### src/source/rv_decode_macros.svh
/*
 * RV32I and Zicsr decode constants: widths, opcodes, funct3 and funct12
 * encodings, and the machine CSR addresses used by the trap path
 */
`ifndef RV_DECODE_MACROS_SVH
`define RV_DECODE_MACROS_SVH

`define XLEN                32
`define INSTR_W             32
`define REG_IDX_W           5
`define MASK_W              4
`define CSR_ADDR_W          12

// Major opcodes, instr[6:0]
`define OPCODE_R            7'b0110011
`define OPCODE_I            7'b0010011
`define OPCODE_LOAD         7'b0000011
`define OPCODE_STORE        7'b0100011
`define OPCODE_BRANCH       7'b1100011
`define OPCODE_JAL          7'b1101111
`define OPCODE_JALR         7'b1100111
`define OPCODE_LUI          7'b0110111
`define OPCODE_AUIPC        7'b0010111
`define OPCODE_FENCE        7'b0001111
`define OPCODE_SYSTEM       7'b1110011

// ALU funct3, shared by R and I forms
`define FUNCT3_ADD          3'b000      // Also SUB
`define FUNCT3_SLL          3'b001
`define FUNCT3_SLT          3'b010
`define FUNCT3_SLTU         3'b011
`define FUNCT3_XOR          3'b100
`define FUNCT3_SRL          3'b101      // Also SRA
`define FUNCT3_OR           3'b110
`define FUNCT3_AND          3'b111

// Load and store widths
`define FUNCT3_LB           3'b000
`define FUNCT3_LH           3'b001
`define FUNCT3_LW           3'b010
`define FUNCT3_LBU          3'b100
`define FUNCT3_LHU          3'b101
`define FUNCT3_SB           3'b000
`define FUNCT3_SH           3'b001
`define FUNCT3_SW           3'b010

`define FUNCT3_BEQ          3'b000
`define FUNCT3_BNE          3'b001
`define FUNCT3_BLT          3'b100
`define FUNCT3_BGE          3'b101
`define FUNCT3_BLTU         3'b110
`define FUNCT3_BGEU         3'b111

`define FUNCT3_FENCE        3'b000
`define FUNCT3_FENCE_I      3'b001

`define FUNCT3_PRIV         3'b000      // ECALL, EBREAK, MRET
`define FUNCT3_CSRRW        3'b001
`define FUNCT3_CSRRS        3'b010
`define FUNCT3_CSRRC        3'b011
`define FUNCT3_CSRRWI       3'b101
`define FUNCT3_CSRRSI       3'b110
`define FUNCT3_CSRRCI       3'b111

`define FUNCT12_ECALL       12'h000
`define FUNCT12_EBREAK      12'h001
`define FUNCT12_MRET        12'h302

`define CSR_MTVEC_ADDR      12'h305
`define CSR_MEPC_ADDR       12'h341

`endif

### src/source/rv_decode_pkg.sv
/*
 * Decode types: ALU operation, branch condition, operand A source,
 * writeback source, CSR operation and the full control word
 */
`default_nettype none

`include "rv_decode_macros.svh"

package rv_decode_pkg;

    typedef enum logic [3:0] {
        add,
        sub,
        sll,
        slt,
        sltu,
        xor_op,
        srl,
        sra,
        or_op,
        and_op
    } alu_op_t;

    typedef enum logic [2:0] {
        eq,
        ne,
        lt,
        ge,
        ltu,
        geu
    } br_cond_t;

    typedef enum logic [1:0] {
        src_reg,
        src_pc,
        src_zero
    } op_a_src_t;

    typedef enum logic [1:0] {
        wb_alu,
        wb_load,
        wb_pc4,
        wb_csr
    } rf_src_t;

    typedef enum logic [1:0] {
        none,
        write,
        set,
        clear
    } csr_op_t;

    typedef struct packed {
        alu_op_t                alu_op;
        op_a_src_t              op_a_src;
        logic                   op_b_imm;
        logic                   branch;
        br_cond_t               br_cond;
        logic                   jump;
        logic                   ld_en;
        logic                   st_en;
        logic [`MASK_W-1:0]     ldst_mask;
        logic                   ldst_unsigned;
        logic                   rf_we;
        rf_src_t                rf_src;
        logic                   csr_wb;       // rd takes the CSR value
        logic                   csr_re;
        logic                   csr_we;
        csr_op_t                csr_op;
        logic                   csr_imm;
        logic [`CSR_ADDR_W-1:0] csr_addr;
        logic                   ecall;
        logic                   ebreak;
        logic                   mret;
    } ctrl_word_t;

endpackage

`default_nettype wire

### src/source/csr_ctrl_decode.sv
/*
 * SYSTEM decoder: Zicsr read/write controls, CSR address and the
 * ECALL, EBREAK and MRET trap flags
 */
`default_nettype none

`include "rv_decode_macros.svh"

module csr_ctrl_decode (
    input  logic [`INSTR_W-1:0]    instr,
    output logic                   csr_wb,
    output logic                   csr_re,
    output logic                   csr_we,
    output rv_decode_pkg::csr_op_t csr_op,
    output logic                   csr_imm,
    output logic [`CSR_ADDR_W-1:0] csr_addr,
    output logic                   ecall,
    output logic                   ebreak,
    output logic                   mret
);

    import rv_decode_pkg::*;

    logic [2:0]            funct3;
    logic [`REG_IDX_W-1:0] rd;
    logic [`REG_IDX_W-1:0] rs1;        // uimm for the I forms
    logic [11:0]           funct12;
    logic                  is_system;

    assign funct3    = instr[14:12];
    assign rd        = instr[11:7];
    assign rs1       = instr[19:15];
    assign funct12   = instr[31:20];
    assign is_system = (instr[6:0] == `OPCODE_SYSTEM);

    always_comb
    begin
        csr_wb   = 1'b0;
        csr_re   = 1'b0;
        csr_we   = 1'b0;
        csr_op   = none;
        csr_imm  = 1'b0;
        csr_addr = '0;
        ecall    = 1'b0;
        ebreak   = 1'b0;
        mret     = 1'b0;

        if (is_system)
        begin
            case (funct3)
                `FUNCT3_PRIV:
                begin
                    csr_re = 1'b1;      // Trap logic reads the target
                    case (funct12)
                        `FUNCT12_ECALL:
                        begin
                            ecall    = 1'b1;
                            csr_addr = `CSR_MTVEC_ADDR;
                        end
                        `FUNCT12_EBREAK:
                        begin
                            ebreak   = 1'b1;
                            csr_addr = `CSR_MTVEC_ADDR;
                        end
                        `FUNCT12_MRET:
                        begin
                            mret     = 1'b1;
                            csr_addr = `CSR_MEPC_ADDR;
                        end
                        default:
                        begin
                            csr_addr = '0;
                        end
                    endcase
                end
                `FUNCT3_CSRRW, `FUNCT3_CSRRWI:
                begin
                    csr_op   = write;
                    csr_we   = 1'b1;
                    csr_re   = (rd != '0);  // No read side effect for rd = x0
                    csr_wb   = (rd != '0);
                    csr_imm  = funct3[2];
                    csr_addr = funct12;
                end
                `FUNCT3_CSRRS, `FUNCT3_CSRRSI, `FUNCT3_CSRRC, `FUNCT3_CSRRCI:
                begin
                    csr_op   = funct3[0] ? clear : set;
                    csr_re   = 1'b1;
                    csr_wb   = 1'b1;
                    csr_we   = (rs1 != '0);
                    csr_imm  = funct3[2];
                    csr_addr = funct12;
                end
                default:
                begin
                    csr_op = none;
                end
            endcase
        end
    end

endmodule

`default_nettype wire

### src/source/exec_ctrl_decode.sv
/*
 * Execute-side decoder: ALU operation, operand sources, branch and jump,
 * load/store controls and register writeback
 */
`default_nettype none

`include "rv_decode_macros.svh"

module exec_ctrl_decode (
    input  logic [`INSTR_W-1:0]   instr,
    input  logic                  csr_wb,
    output rv_decode_pkg::alu_op_t   alu_op,
    output rv_decode_pkg::op_a_src_t op_a_src,
    output logic                  op_b_imm,
    output logic                  branch,
    output rv_decode_pkg::br_cond_t  br_cond,
    output logic                  jump,
    output logic                  ld_en,
    output logic                  st_en,
    output logic [`MASK_W-1:0]    ldst_mask,
    output logic                  ldst_unsigned,
    output logic                  rf_we,
    output rv_decode_pkg::rf_src_t   rf_src
);

    import rv_decode_pkg::*;

    logic [6:0] opcode;
    logic [2:0] funct3;

    assign opcode = instr[6:0];
    assign funct3 = instr[14:12];

    // Shared by R and I forms; SUB only exists as a register op
    function automatic alu_op_t alu_fn(
        input logic [2:0] f3,
        input logic       sub_en,
        input logic       sra_en
    );
        case (f3)
            `FUNCT3_ADD:  alu_fn = sub_en ? sub : add;
            `FUNCT3_SLL:  alu_fn = sll;
            `FUNCT3_SLT:  alu_fn = slt;
            `FUNCT3_SLTU: alu_fn = sltu;
            `FUNCT3_XOR:  alu_fn = xor_op;
            `FUNCT3_SRL:  alu_fn = sra_en ? sra : srl;
            `FUNCT3_OR:   alu_fn = or_op;
            default:      alu_fn = and_op;
        endcase
    endfunction

    // Byte lanes from the access size in funct3[1:0]
    function automatic logic [`MASK_W-1:0] size_mask(input logic [1:0] size);
        case (size)
            2'b00:   size_mask = 4'b0001;
            2'b01:   size_mask = 4'b0011;
            default: size_mask = 4'b1111;
        endcase
    endfunction

    always_comb
    begin
        alu_op        = add;
        op_a_src      = src_reg;
        op_b_imm      = 1'b0;
        branch        = 1'b0;
        br_cond       = eq;
        jump          = 1'b0;
        ld_en         = 1'b0;
        st_en         = 1'b0;
        ldst_mask     = '0;
        ldst_unsigned = 1'b0;
        rf_we         = 1'b0;
        rf_src        = wb_alu;

        case (opcode)
            `OPCODE_R:
            begin
                alu_op = alu_fn(funct3, instr[30], instr[30]);
                rf_we  = 1'b1;
            end
            `OPCODE_I:
            begin
                alu_op   = alu_fn(funct3, 1'b0, instr[30]);    // Bit 30 picks SRAI
                op_b_imm = 1'b1;
                rf_we    = 1'b1;
            end
            `OPCODE_LOAD:
            begin
                op_b_imm      = 1'b1;
                ld_en         = 1'b1;
                ldst_mask     = size_mask(funct3[1:0]);
                ldst_unsigned = funct3[2];                    // LBU, LHU
                rf_we         = 1'b1;
                rf_src        = wb_load;
            end
            `OPCODE_STORE:
            begin
                op_b_imm  = 1'b1;
                st_en     = 1'b1;
                ldst_mask = size_mask(funct3[1:0]);
            end
            `OPCODE_BRANCH:
            begin
                op_a_src = src_pc;
                branch   = 1'b1;
                case (funct3)
                    `FUNCT3_BNE:  br_cond = ne;
                    `FUNCT3_BLT:  br_cond = lt;
                    `FUNCT3_BGE:  br_cond = ge;
                    `FUNCT3_BLTU: br_cond = ltu;
                    `FUNCT3_BGEU: br_cond = geu;
                    default:      br_cond = eq;
                endcase
            end
            `OPCODE_JAL:
            begin
                op_a_src = src_pc;
                jump     = 1'b1;
                rf_we    = 1'b1;
                rf_src   = wb_pc4;
            end
            `OPCODE_JALR:
            begin
                op_b_imm = 1'b1;
                jump     = 1'b1;
                rf_we    = 1'b1;
                rf_src   = wb_pc4;
            end
            `OPCODE_LUI:
            begin
                op_a_src = src_zero;
                op_b_imm = 1'b1;
                rf_we    = 1'b1;
            end
            `OPCODE_AUIPC:
            begin
                op_a_src = src_pc;
                op_b_imm = 1'b1;
                rf_we    = 1'b1;
            end
            default:
            begin
                rf_we = 1'b0;       // FENCE, FENCE.I, SYSTEM, unknown
            end
        endcase

        if (csr_wb)
        begin
            rf_we  = 1'b1;
            rf_src = wb_csr;
        end
    end

endmodule

`default_nettype wire

### src/source/pipe_stage.sv
/*
 * Single-entry valid/ready register slot with a typed payload
 */
`default_nettype none

module pipe_stage #(
    parameter type payload_t = logic
) (
    input  logic     clk,
    input  logic     reset,
    input  logic     in_valid,
    output logic     in_ready,
    input  payload_t in_data,
    output logic     out_valid,
    input  logic     out_ready,
    output payload_t out_data
);

    logic     full;
    payload_t data_q;

    // Open when empty or when the held entry leaves this cycle
    assign in_ready = !full || out_ready;

    always_ff @(posedge clk)
    begin
        if (reset)
        begin
            full <= 1'b0;
        end
        else if (in_ready)
        begin
            full <= in_valid;
        end
    end

    always_ff @(posedge clk)
    begin
        if (in_valid && in_ready)
        begin
            data_q <= in_data;
        end
    end

    assign out_valid = full;
    assign out_data  = data_q;

endmodule

`default_nettype wire

### src/source/rv_decode_top.sv
/*
 * Decode stage top: instruction register, execute and CSR decoders,
 * control word register
 */
`default_nettype none

`include "rv_decode_macros.svh"

module rv_decode_top (
    input  logic                     clk,
    input  logic                     reset,
    input  logic                     in_valid,
    output logic                     in_ready,
    input  logic [`INSTR_W-1:0]      instr,
    output logic                     out_valid,
    input  logic                     out_ready,
    output rv_decode_pkg::alu_op_t   alu_op,
    output rv_decode_pkg::op_a_src_t op_a_src,
    output logic                     op_b_imm,
    output logic                     branch,
    output rv_decode_pkg::br_cond_t  br_cond,
    output logic                     jump,
    output logic                     ld_en,
    output logic                     st_en,
    output logic [`MASK_W-1:0]       ldst_mask,
    output logic                     ldst_unsigned,
    output logic                     rf_we,
    output rv_decode_pkg::rf_src_t   rf_src,
    output logic                     csr_wb,
    output logic                     csr_re,
    output logic                     csr_we,
    output rv_decode_pkg::csr_op_t   csr_op,
    output logic                     csr_imm,
    output logic [`CSR_ADDR_W-1:0]   csr_addr,
    output logic                     ecall,
    output logic                     ebreak,
    output logic                     mret
);

    import rv_decode_pkg::*;

    logic [`INSTR_W-1:0] instr_q;
    logic                instr_valid;
    logic                instr_ready;
    ctrl_word_t          ctrl_d;
    ctrl_word_t          ctrl_q;

    pipe_stage #(.payload_t(logic [`INSTR_W-1:0])) instr_stage (
        .clk       (clk),
        .reset     (reset),
        .in_valid  (in_valid),
        .in_ready  (in_ready),
        .in_data   (instr),
        .out_valid (instr_valid),
        .out_ready (instr_ready),
        .out_data  (instr_q)
    );

    exec_ctrl_decode exec_ctrl_decode_i (
        .instr         (instr_q),
        .csr_wb        (ctrl_d.csr_wb),
        .alu_op        (ctrl_d.alu_op),
        .op_a_src      (ctrl_d.op_a_src),
        .op_b_imm      (ctrl_d.op_b_imm),
        .branch        (ctrl_d.branch),
        .br_cond       (ctrl_d.br_cond),
        .jump          (ctrl_d.jump),
        .ld_en         (ctrl_d.ld_en),
        .st_en         (ctrl_d.st_en),
        .ldst_mask     (ctrl_d.ldst_mask),
        .ldst_unsigned (ctrl_d.ldst_unsigned),
        .rf_we         (ctrl_d.rf_we),
        .rf_src        (ctrl_d.rf_src)
    );

    csr_ctrl_decode csr_ctrl_decode_i (
        .instr    (instr_q),
        .csr_wb   (ctrl_d.csr_wb),
        .csr_re   (ctrl_d.csr_re),
        .csr_we   (ctrl_d.csr_we),
        .csr_op   (ctrl_d.csr_op),
        .csr_imm  (ctrl_d.csr_imm),
        .csr_addr (ctrl_d.csr_addr),
        .ecall    (ctrl_d.ecall),
        .ebreak   (ctrl_d.ebreak),
        .mret     (ctrl_d.mret)
    );

    pipe_stage #(.payload_t(ctrl_word_t)) ctrl_stage (
        .clk       (clk),
        .reset     (reset),
        .in_valid  (instr_valid),
        .in_ready  (instr_ready),
        .in_data   (ctrl_d),
        .out_valid (out_valid),
        .out_ready (out_ready),
        .out_data  (ctrl_q)
    );

    // Field order follows ctrl_word_t
    assign {alu_op, op_a_src, op_b_imm, branch, br_cond, jump, ld_en, st_en,
            ldst_mask, ldst_unsigned, rf_we, rf_src, csr_wb, csr_re, csr_we,
            csr_op, csr_imm, csr_addr, ecall, ebreak, mret} = ctrl_q;

endmodule

`default_nettype wire

### config.mk
export PLATFORM = sky130hd
export DESIGN_NAME = rv_decode_top
export DESIGN_NICKNAME = d
export VERILOG_FILES = /design/src/source/rv_decode_pkg.sv /design/src/source/csr_ctrl_decode.sv /design/src/source/exec_ctrl_decode.sv /design/src/source/pipe_stage.sv /design/src/source/rv_decode_top.sv
export VERILOG_INCLUDE_DIRS = /design/src /design/src/source
export SDC_FILE = /design/constraint.sdc
export NUM_CORES = 1
export LEC_CHECK = 0
export BUFFER_PORTS_ARGS = -buffer_cell sky130_fd_sc_hd__buf_2
export CAP_MARGIN = 10
export CORE_MARGIN = 1
export CORE_UTILIZATION = 40
export CTS_BUF_LIST = sky130_fd_sc_hd__clkbuf_16
export DETAILED_ROUTE_END_ITERATION = 16
export SLEW_MARGIN = 5
export SYNTH_ARGS = -nofsm -noshare
export SYNTH_HDL_FRONTEND = slang
export SYNTH_SLANG_ARGS = --single-unit
### constraint.sdc
create_clock -name clk -period 3.6 [get_ports clk]
set_input_delay 0.54 -clock clk [delete_from_list [all_inputs] [get_ports clk]]
set_output_delay 0.54 -clock clk [all_outputs]
set_load 0.03 [all_outputs]
; After elaboration in Yosys (flattened, before gate mapping)
; Cells that the tools add are included.
[classes]
n_eq_ne = 20
mux = 26
reduce_logical = 23
[op_table]
columns = op, count
row1 = $pmux W4 S7, 2
row2 = $eq A7 B7 Y1 const B, 4
row3 = $pmux W12 S2, 1
row4 = $eq A7 B6 Y1 const B, 3
row5 = $pmux W10 S2, 1
row6 = $pmux W4 S2, 2
row7 = $pmux W3 S5, 1
row8 = $eq A7 B5 Y1 const B, 2
row9 = $mux W1, 13
row10 = $eq A12 B1 Y1 const B, 1
row11 = $eq A12 B10 Y1 const B, 1
row12 = $eq A3 B3 Y1 const B, 4
row13 = $logic_not A12 Y1, 1
row14 = $pmux W2 S2, 3
row15 = $reduce_or A6 Y1, 2
row16 = $reduce_bool A5 Y1, 2
row17 = $reduce_or A2 Y1, 4
row18 = $eq A7 B2 Y1 const B, 1
row19 = $reduce_or A7 Y1, 1
row20 = $eq A3 B2 Y1 const B, 2
row21 = $pmux W1 S2, 3
row22 = $reduce_or A5 Y1, 1
row23 = $reduce_and A2 Y1, 2
row24 = $reduce_or A4 Y1, 1
row25 = other kinds (8), 11
[totals]
reg_bits = 77
input_bits = 36
out_inout_bits = 45
wordCells = 93

; Logic depth before layout (Yosys ltp)
; Gate-level depths: netlist of run 1.
[depth]
word_depth = 4
mapped_depth = 6
depth_no_buf = 4

; Modules after synthesis
; Synthesis of run 1 repeated with hierarchy kept, for this count alone.
[hier_totals]
cells_unflattened = 179
hier_area_um2 = 2956.6
[by_module_without_submodules]
columns = module, n_inst, cells_each, area_per_inst_um2, seq_area_each_um2
row1 = pipe_stage (ctrl_stage), 1, 48, 1346.3, 1311.3
row2 = pipe_stage (instr_stage), 1, 37, 1016.0, 980.9
row3 = csr_ctrl_decode, 1, 49, 306.5, 0.0
row4 = exec_ctrl_decode, 1, 45, 287.8, 0.0

; Least setup slack after synthesis of run 1
; No wires, ideal clock.
[synth_timing]
path_kind = input to register
from = input port out_ready
to = register ctrl_stage.data_q (netlist bit ctrl_stage.out_data[0]), enable pin
setup_time_ns = 0.447
arrival_ns = 2.498
required_time_ns = 3.153
slack_ns = 0.655
stages = 2
n_path_buf = 0
cell_sequence = nor2b_1 nor2b_1
[synth_via]
elab_chain_len = 2
[synth_lines]
columns = element, line_no
row1 = start: declaration, rv_decode_top.sv:16  ; input logic out_ready,
row2 = $logic_or A1 B1 Y1, pipe_stage.sv:23  ; assign in_ready = !full || out_ready;
row3 = $logic_and A1 B1 Y1, pipe_stage.sv:39  ; if (in_valid && in_ready)
row4 = end signal: assignment, pipe_stage.sv:41  ; data_q <= in_data;
row5 = end: declaration, pipe_stage.sv:20  ; payload_t data_q;
; Every way passes these cells.
; A chain may end at the register's enable or synchronous reset.

; Worst setup path after layout of run 1
[layout_timing]
from = register instr_stage.data_q (netlist bit instr_stage.out_data[3])
to = register ctrl_stage.data_q (netlist bit ctrl_stage.out_data[23]) (data pin)
[layout_via]
elab_chain_len = 3
word_cells_on_any_way = 11
classes_between = eq/ne (8) / mux (2) / reduce/logical (1)
[layout_lines]
columns = element, line_no
row1 = start: declaration, pipe_stage.sv:20
row2 = start signal: assignment, pipe_stage.sv:41
row3 = "$eq A7 B6 Y1, or another cell as far along", exec_ctrl_decode.sv:76  ; case (opcode)
row4 = $reduce_or A7 Y1 (no source line), --
row5 = $mux W1, exec_ctrl_decode.sv:76
; Parallel ways exist; a longest one is shown, timed or not.

==> out/qor.yml, run 1 <==
power_and_ir_drop:
  p_switching_uw: 444
  p_leak_uw: 0.00140
  p_seq_share_pct: 46.6
  p_clk_share_pct: 47.2
  p_total_uw: 2250
  intPower_uw: 1800
  p_comb_share_pct: 6.2
  peakVddDrop_v: 0.000290
  p_sw_share_pct: 19.8
  power_density_mw_per_mm2: 596
drt:
  vias: 1733
  drt_wl_total_mm: 5.06
  post-route-drc-count: 0
  wl_met2_mm: 2.44
  wl_per_cell_um: 13.5
  routed-wl-met3_um: 254
  drtPass1Iterations: 4
  drt-initial-drc-count: 87
  m1WireLength_mm: 2.21
  top_layer: "met4"
  routed_via_density: 4.63
  ant_nets: 0
synth:
  syn_area_mm2: 0.00294
  synthArstFlopShare_pct: 0
  syn_inst: 190
  ys_seq_area_share_pct: 76.9
  avgSynthCellArea_um2: 15.5
  synth_top_cell_area_share_pct: 75.6
  synth_common_cells: "edfxtp_1 (74), nor2_1 (15), nand2_1 (13)"
  synth.most_common_cell: "edfxtp_1"
  synth_ff_type: "edfxtp_1"
  synth-seq-cells: 76
  syn_nets: 226
  ys_types: 40
  ys_top_cells_by_area: "edfxtp_1 (76%), and2_1 (2.6%), nor2_1 (1.9%)"
  synth_top_area_cell: "edfxtp_1"
  yosysWarnings: 0
  synth_edf_count: 74
timing:
  drv_slew: 0
  fin_crit_ns: 2.26
  tightest_slew_ns: 1.15
  tns_ns: 0
  clock_skew_ns: 0.00585
  setup_viol: 0
  fmax_mhz: 442
  holdWs_ns: 0.383
  finalCritPeriodShare_pct: 62.8
  slew_headroom_pct: 23.3
  rsz0062_at_grt: "no"
  hold_viol: 0
finish:
  syn2layout_area_growth_pct: 28.3
  postLayoutCoreUtil_pct: 54.3
  stdcell_count: 374
  fin_nets: 310
  drive_above_1_share_pct: 38.5
  regArea_mm2: 0.00226
  diodes: 0
  n_fill_cell: 587
  multi_input_area_um2: 603
place:
  place_congestion: 0.814
  io_buffers: 80
  post-dp-hpwl_mm: 3.57
  dp.cells: 359
critical_path:
  worstPathArrival_ns: 2.45
  cp_max_fo: 8
  startpoint_type: "register"
  worstSetupPathType: "register to register"
  worstSetupEndpointType: "register"
  critPathRequiredTime_ns: 3.78
global_routing:
  grt_max_degree: 43
  global_route.overflow_total: 0
  grt_first_pass_wirelength_mm: 7.83
  grt_pass1_vias: 1616
  antenna_found_initial: 0
  grt_use_total_pct: 14.3
cts:
  clock_latency_ns: 0.33
  path_clk_slew_ns: 0.06
  ctsHoldBuffers: 0
  htreeDepth: 3
  cts-resized-gates: 0
  clk_root_buffer_cell: "clkbuf_16"
  post_cts_buffers: 0
  cts_tree: "done"
  clock-sinks: 76
  cts_buffers: 9
  clockBufferDepth: 2
worst_hold_path:
  hold_class: "primary input to register"
job:
  drv_cap: 0
die:
  dieArea_mm2: 0.00770
  die_w_um: 87.7
  core_region_area_mm2: 0.00694
  fp.dieH_um: 87.7
  start_util_pct: 42.3
  io-pin-count: 81
  row_count: 30
run_status:
  run_status: "finished clean"
-- cell type report --
cell class	instances	share of cell area, %
Sequential cell	76	59.9
Timing Repair Buffer	82	11.0
Clock buffer	9	5.97
Inverter	5	0.497
Clock inverter	6	3.42
Tap cell	96	3.18
Multi-Input combinational cell	100	16.0
-- layer usage --
| layer | track usage (%) | up-vias |
|---|---|---|
| met2 | 21.9 | 53 |
| met4 | 9.84 | 0 |
| met1 | 17.3 | 789 |
| met3 | 4.34 | 13 |
| li1 | - | 878 |
| met5 | 0 | - |
-- stage by stage --
| stage | cell area (um2) | setup slack [ns] |
|---|---|---|
| after floorplan | 2940 | 0.655 |
| after global placement | 3420 | 1.38 |
| after detailed placement | 3420 | 1.31 |
| after CTS | 3770 | 1.30 |
| after global routing | 3770 | 1.10 |
| final | 3770 | 1.34 |
-- sequential cells by signal, indices dropped and copies added (netlist names) --
register	flops
instr_stage.out_data	32
ctrl_stage.out_valid	1
instr_stage.out_valid	1
ctrl_stage.out_data	42
-- power by group through the flow --
stage                     Combinational [uW]  Clock, uW  Sequential, uW
final                                    140       1060            1050
after global routing                     151       1110            1050
after CTS                                142       1080            1050
after detailed placement                 142          0            1070
after global placement                   142          0            1060
after floorplan                         46.5          0            1110
-- cell usage in the layout, fill, tap and decap left out, types with 2 or more instances in the layout --
master,netlist,final
o21a_1,2,2
nor2b_1,3,2
inv_1,5,6
clkbuf_16,0,9
or3_1,2,2
buf_2,0,80
nor4_1,3,3
nand2b_1,3,3
bufinv_16,0,4
nand3_1,3,3
nor2_1,15,15
o21ai_1,2,2
a21oi_1,6,6
and2_1,12,12
edfxtp_1,74,74
dfxtp_1,2,2
nor3_1,8,8
o21ai_0,4,4
nand2_1,13,13
or4_1,2,2
nor3_2,2,2
buf_4,2,2
nand4_1,2,2
-- final timing paths --
kind	from	end	slack (ns)	cells after the start
worst max register to register	instr_stage.out_data[3]	ctrl_stage.out_data[23]	1.34	4
worst min-delay path	instr[26]	instr_stage.out_data[26]	0.38	1
worst max-delay path	instr_stage.out_data[3]	ctrl_stage.out_data[23]	1.34	4
worst min register to register	instr_stage.out_valid	ctrl_stage.out_valid	0.52	2
-- cells by family after synthesis --
group / Yosys count / synth area share [%]
AO/OA/AOI/OAI: 22 / 4.94
flip-flops: 76 / 76.9
AND/OR/NAND/NOR: 78 / 15.3
buffers and inverters: 14 / 2.81
-- worst max-delay path: stages, from the launching register on --
cell       delay, ns
edfxtp_1        0.44
nand4bb_1       0.44
nor3_1          0.79
o31ai_1         0.29
nand3_1         0.17
No activity file was read; power rests on OpenSTA's default activity.
==> run 2, diff against run 1 <==
==> constraint.sdc (replaced) <==
create_clock -name clk -period 2.3 [get_ports clk]
set_input_delay 0.345 -clock clk [delete_from_list [all_inputs] [get_ports clk]]
set_output_delay 0.345 -clock clk [all_outputs]
set_load 0.03 [all_outputs]
==> out/qor.yml, run 2 (synthesis gave the netlist of run 1 again) <==
place:
  post-dp-hpwl_mm: 3.56
  dp_slack_ns: 0.353
  io_buffers: 80
  place_congestion: 0.856
cts:
  clock_latency_ns: 0.33
  post_cts_buffers: 0
  clk_root_buffer_cell: "clkbuf_16"
  clock-sinks: 76
  clockBufferDepth: 2
  path_clk_slew_ns: 0.06
  ctsHoldBuffers: 0
  cts-resized-gates: 0
  cts_buffers: 9
  cts_tree: "done"
  htreeDepth: 3
critical_path:
  critPathRequiredTime_ns: 2.47
  worstSetupPathType: "register to register"
  worstPathArrival_ns: 2.12
  cp_max_fo: 7
  startpoint_type: "register"
  worstSetupEndpointType: "register"
global_routing:
  grt_use_total_pct: 14.1
  met1_usage_pct: 16.7
  antenna_found_initial: 0
  use_met2_pct: 22.6
  grt_busiest_layer: "met2"
  grt_first_pass_wirelength_mm: 7.67
  grt_pass1_vias: 1642
  global_route.overflow_total: 0
  grt_max_degree: 43
  grt_util_met3_pct: 3.68
die:
  die_w_um: 87.7
  start_util_pct: 42.3
  row_count: 30
  core_region_area_mm2: 0.00694
  io-pin-count: 81
  fp.dieH_um: 87.7
  dieArea_mm2: 0.00770
worst_hold_path:
  hold_class: "primary input to register"
timing:
  drv_slew: 0
  tightest_slew_ns: 1.13
  hold_viol: 0
  tns_ns: 0
  finalCritPeriodShare_pct: 84.8
  rsz0062_at_grt: "no"
  post-route-worst-setup-slack_ns: 0.350
  setup_viol: 0
  fmax_mhz: 513
  clock_skew_ns: 0.00351
  fin_crit_ns: 1.95
  slew_headroom_pct: 24.2
finish:
  layout_commonest_cell: "buf_2"
  syn2layout_area_growth_pct: 28.3
  largest_reg_flops: 42
  diodes: 0
  drive_above_1_share_pct: 38.7
  postLayoutCoreUtil_pct: 54.3
  final_cell_mix: "buf_2 (80), edfxtp_1 (74), nor2_1 (15), nand2_1 (13), and2_1 (12)"
  fin_nets: 313
drt:
  post-route-drc-count: 0
  drtPass1Iterations: 4
  routed_via_density: 4.64
  ant_nets: 0
  drt_wl_total_mm: 5.04
  drt-initial-drc-count: 68
  wl_per_cell_um: 13.3
  vias: 1755
job:
  drv_cap: 0
power_and_ir_drop:
  power_density_mw_per_mm2: 902
  p_leak_uw: 0.00141
  peakVddDrop_v: 0.000396
run_status:
  run_status: "finished clean"
==> run 2: changes by cell type in the layout (fill, tap and decap cells not counted) <==
cell,delta
bufinv_16,-1
buf_4,+3
clkinv_1,+2
==> run 2: layout make-up <==
cell class / count / area, um2
well taps: 96 / 120
fillers: 590 / 3170
inverters: 5 / 18.8
repair buffers: 85 / 438
clock inverters: 7 / 106
flip-flops and latches: 76 / 2260
multi-input cells: 100 / 603
clock buffers: 9 / 225
==> run 2: per-layer routing <==
metal	routed length, um	part of all wire, %
met3	254	5.0
met2	2520	50
met4	129	2.6
met5	0	0
met1	2140	42
==> run 2: report_power, final <==
group	internal, uW	switching [uW]
logic	69.4	155
clock network	1040	497
registers	1600	37.8
total	2710	689
==> run 2: metrics by stage <==
stage	cell area, um2	std cells	hold slack, ns	power, uW
finish	3770	378	0.191	3400
global placement	3440	362	0.508	1890
detailed placement	3440	362	0.517	1890
global route	3770	378	0.180	3530
CTS	3770	378	0.177	3440
floorplan	2940	190	0.417	1810
==> run 2: worst max-delay path: stages, from the launching register on <==
cell	delay, ns
edfxtp_1	0.39
nor4_2	0.36
nand3_1	0.14
or4b_1	0.70
o21ai_1	0.21
==> run 2: final timing paths <==
| path | cells after the start | slack (ns) | endpoint | from |
|---|---|---|---|---|
| min | 1 | 0.19 | instr_stage.out_data[28] | instr[28] |
| max | 4 | 0.35 | ctrl_stage.out_data[5] | instr_stage.out_data[23] |
| min reg2reg | 2 | 0.53 | ctrl_stage.out_valid | instr_stage.out_valid |
| max reg2reg | 4 | 0.35 | ctrl_stage.out_data[5] | instr_stage.out_data[23] |
==> run 3, diff against run 2 <==
--- a/config.mk
+++ b/config.mk
@@ -6,6 +6,7 @@
 export SDC_FILE = /design/constraint.sdc
 export NUM_CORES = 1
 export LEC_CHECK = 0
+export ABC_AREA = 1
 export BUFFER_PORTS_ARGS = -buffer_cell sky130_fd_sc_hd__buf_2
 export CAP_MARGIN = 10
 export CORE_MARGIN = 1
==> constraint.sdc (replaced) <==
create_clock -name clk -period 2 [get_ports clk]
set_input_delay 0.3 -clock clk [delete_from_list [all_inputs] [get_ports clk]]
set_output_delay 0.3 -clock clk [all_outputs]
set_load 0.03 [all_outputs]
==> out/qor.yml, run 3 <==
cts:
  path_clk_slew_ns: 0.05
  htreeDepth: 3
  ctsHoldBuffers: 0
  cts-resized-gates: 0
  clock-sinks: 76
  cts_buffers: 9
  clk_root_buffer_cell: "clkbuf_16"
  post_cts_buffers: 0
  cts_tree: "done"
  clock_latency_ns: 0.33
  clockBufferDepth: 2
worst_hold_path:
  hold_class: "primary input to register"
finish:
  diodes: 0
  layout_commonest_cell: "buf_2"
  fin_nets: 356
  syn2layout_area_growth_pct: 26.8
  drive_above_1_share_pct: 30.8
  largest_reg_flops: 42
  final_cell_mix: "buf_2 (80), edfxtp_1 (74), nor2_1 (39), inv_1 (37), nand2_1 (33)"
  n_fill_cell: 630
  multi_input_area_um2: 559
  regArea_mm2: 0.00226
power_and_ir_drop:
  power_density_mw_per_mm2: 907
  p_clk_share_pct: 39.6
  peakVddDrop_v: 0.000531
  p_seq_share_pct: 54.3
  p_switching_uw: 710
  p_sw_share_pct: 20.9
  p_comb_share_pct: 6.1
  p_leak_uw: 0.00172
  intPower_uw: 2690
die:
  start_util_pct: 42.3
  die_w_um: 88.0
  dieArea_mm2: 0.00774
  fp.dieH_um: 88.0
  io-pin-count: 81
  core_region_area_mm2: 0.00698
  row_count: 30
global_routing:
  grt_max_degree: 43
  grt_use_total_pct: 14.8
  grt_pass1_vias: 1738
  global_route.overflow_total: 0
  antenna_found_initial: 0
  grt_first_pass_wirelength_mm: 8.22
synth:
  ys_types: 22
  synth_top_area_cell: "edfxtp_1"
  yosysWarnings: 0
  syn_inst: 229
  synth-seq-cells: 76
  ys_top_cells_by_area: "edfxtp_1 (75%), nor2_1 (5.0%), inv_1 (4.3%)"
  syn_nets: 265
  synth.most_common_cell: "edfxtp_1"
  syn_area_mm2: 0.00296
  synth_ff_type: "edfxtp_1"
  synth_common_cells: "edfxtp_1 (74), nor2_1 (39), inv_1 (34)"
  synth_top_cell_area_share_pct: 75.2
  synthArstFlopShare_pct: 0
  synth_edf_count: 74
  avgSynthCellArea_um2: 12.9
  ys_seq_area_share_pct: 76.5
critical_path:
  startpoint_type: "register"
  cp_max_fo: 12
  r2r_setup_slack_ns: 0.45
  critPathRequiredTime_ns: 2.07
  worstPathArrival_ns: 1.63
  worstSetupEndpointType: "register"
  worstSetupPathType: "register to register"
timing:
  tightest_slew_ns: 0.397
  rsz0062_at_grt: "no"
  post-route-worst-setup-slack_ns: 0.446
  fin_crit_ns: 1.55
  setup_viol: 0
  hold_viol: 0
  finalCritPeriodShare_pct: 77.7
  fmax_mhz: 643
  slew_headroom_pct: 73.5
  clock_skew_ns: 0.00485
  drv_slew: 0
  tns_ns: 0
drt:
  vias: 1901
  post-route-drc-count: 0
  ant_nets: 0
  wl_per_cell_um: 12.4
  drt-initial-drc-count: 145
  drt_wl_total_mm: 5.22
  drtPass1Iterations: 5
  routed_via_density: 4.52
place:
  post-dp-hpwl_mm: 3.81
  place_congestion: 0.899
  dp_slack_ns: 0.456
  io_buffers: 80
run_status:
  run_status: "finished clean"
job:
  drv_cap: 0
[run 3: cell count changes in the layout (fill, tap and decap cells not counted), sizes merged, moves of 4 or more]
| cell | before | now |
|---|---|---|
| inv | 6 | 37 |
| nand4 | 2 | 7 |
| nand2 | 13 | 35 |
| and2 | 13 | 0 |
| nor3 | 10 | 6 |
| nor2 | 16 | 41 |
| nand3 | 4 | 14 |
| o21ai | 7 | 1 |
[run 3: per-stage QoR]
step	instances	util, %	instance area [um2]	total power, uW	hold WS [ns]
global placement	405	50.1	3500	2080	0.476
CTS	421	53.7	3750	3430	0.136
floorplan	229	-	2970	2000	0.369
finish	421	53.7	3750	3400	0.145
global route	421	53.7	3750	3530	0.132
detailed placement	405	50.1	3500	2090	0.478
[run 3: path summary, 6_finish.rpt]
check / startpoint / endpoint / depth (start not counted)
worst max-delay path: instr_stage.out_data[13] / ctrl_stage.out_data[22] / 5
worst min-delay path: instr[27] / instr_stage.out_data[27] / 1
worst max register to register: instr_stage.out_data[13] / ctrl_stage.out_data[22] / 5
worst min register to register: ctrl_stage.out_valid / ctrl_stage.out_valid / 2
[run 3: kinds of logic after synthesis]
kind of cell | share of synthesized area [%]
AOI/OAI and AO/OA | 2.71
buffers and inverters | 4.95
DFF | 76.5
and+or+nand+nor | 15.8
[run 3: metal layers]
metal	up-vias	global-route usage (%)	part of all wire (%)
li1	977	-	-
met1	840	18.3	44
met2	74	23.5	48
met3	10	4.90	6.3
met4	0	7.30	1.8
met5	-	0	0
[run 3: area by class of cell]
cell class | instances | area share, %
Clock buffer | 9 | 6.01
Timing Repair Buffer | 82 | 11.4
Sequential cell | 76 | 60.3
Clock inverter | 7 | 0.734
Tap cell | 96 | 3.20
Multi-Input combinational cell | 117 | 14.9
Inverter | 34 | 3.40
[run 3: worst max-delay path, stage by stage, from the launching register on]
cell and delay (ns):
edfxtp_1 0.47, nor2_1 0.22, inv_1 0.13, nand2_2 0.24, o21bai_1 0.17, nand2_1 0.07
[run 3: power groups by stage]
stage	clock network, uW	logic [uW]	registers, uW
2_1_floorplan	0	81.7	1920
3_3_place_gp	0	208	1880
3_5_place_dp	0	212	1880
4_1_cts	1370	213	1850
5_1_grt	1450	230	1850
6_report	1350	208	1850
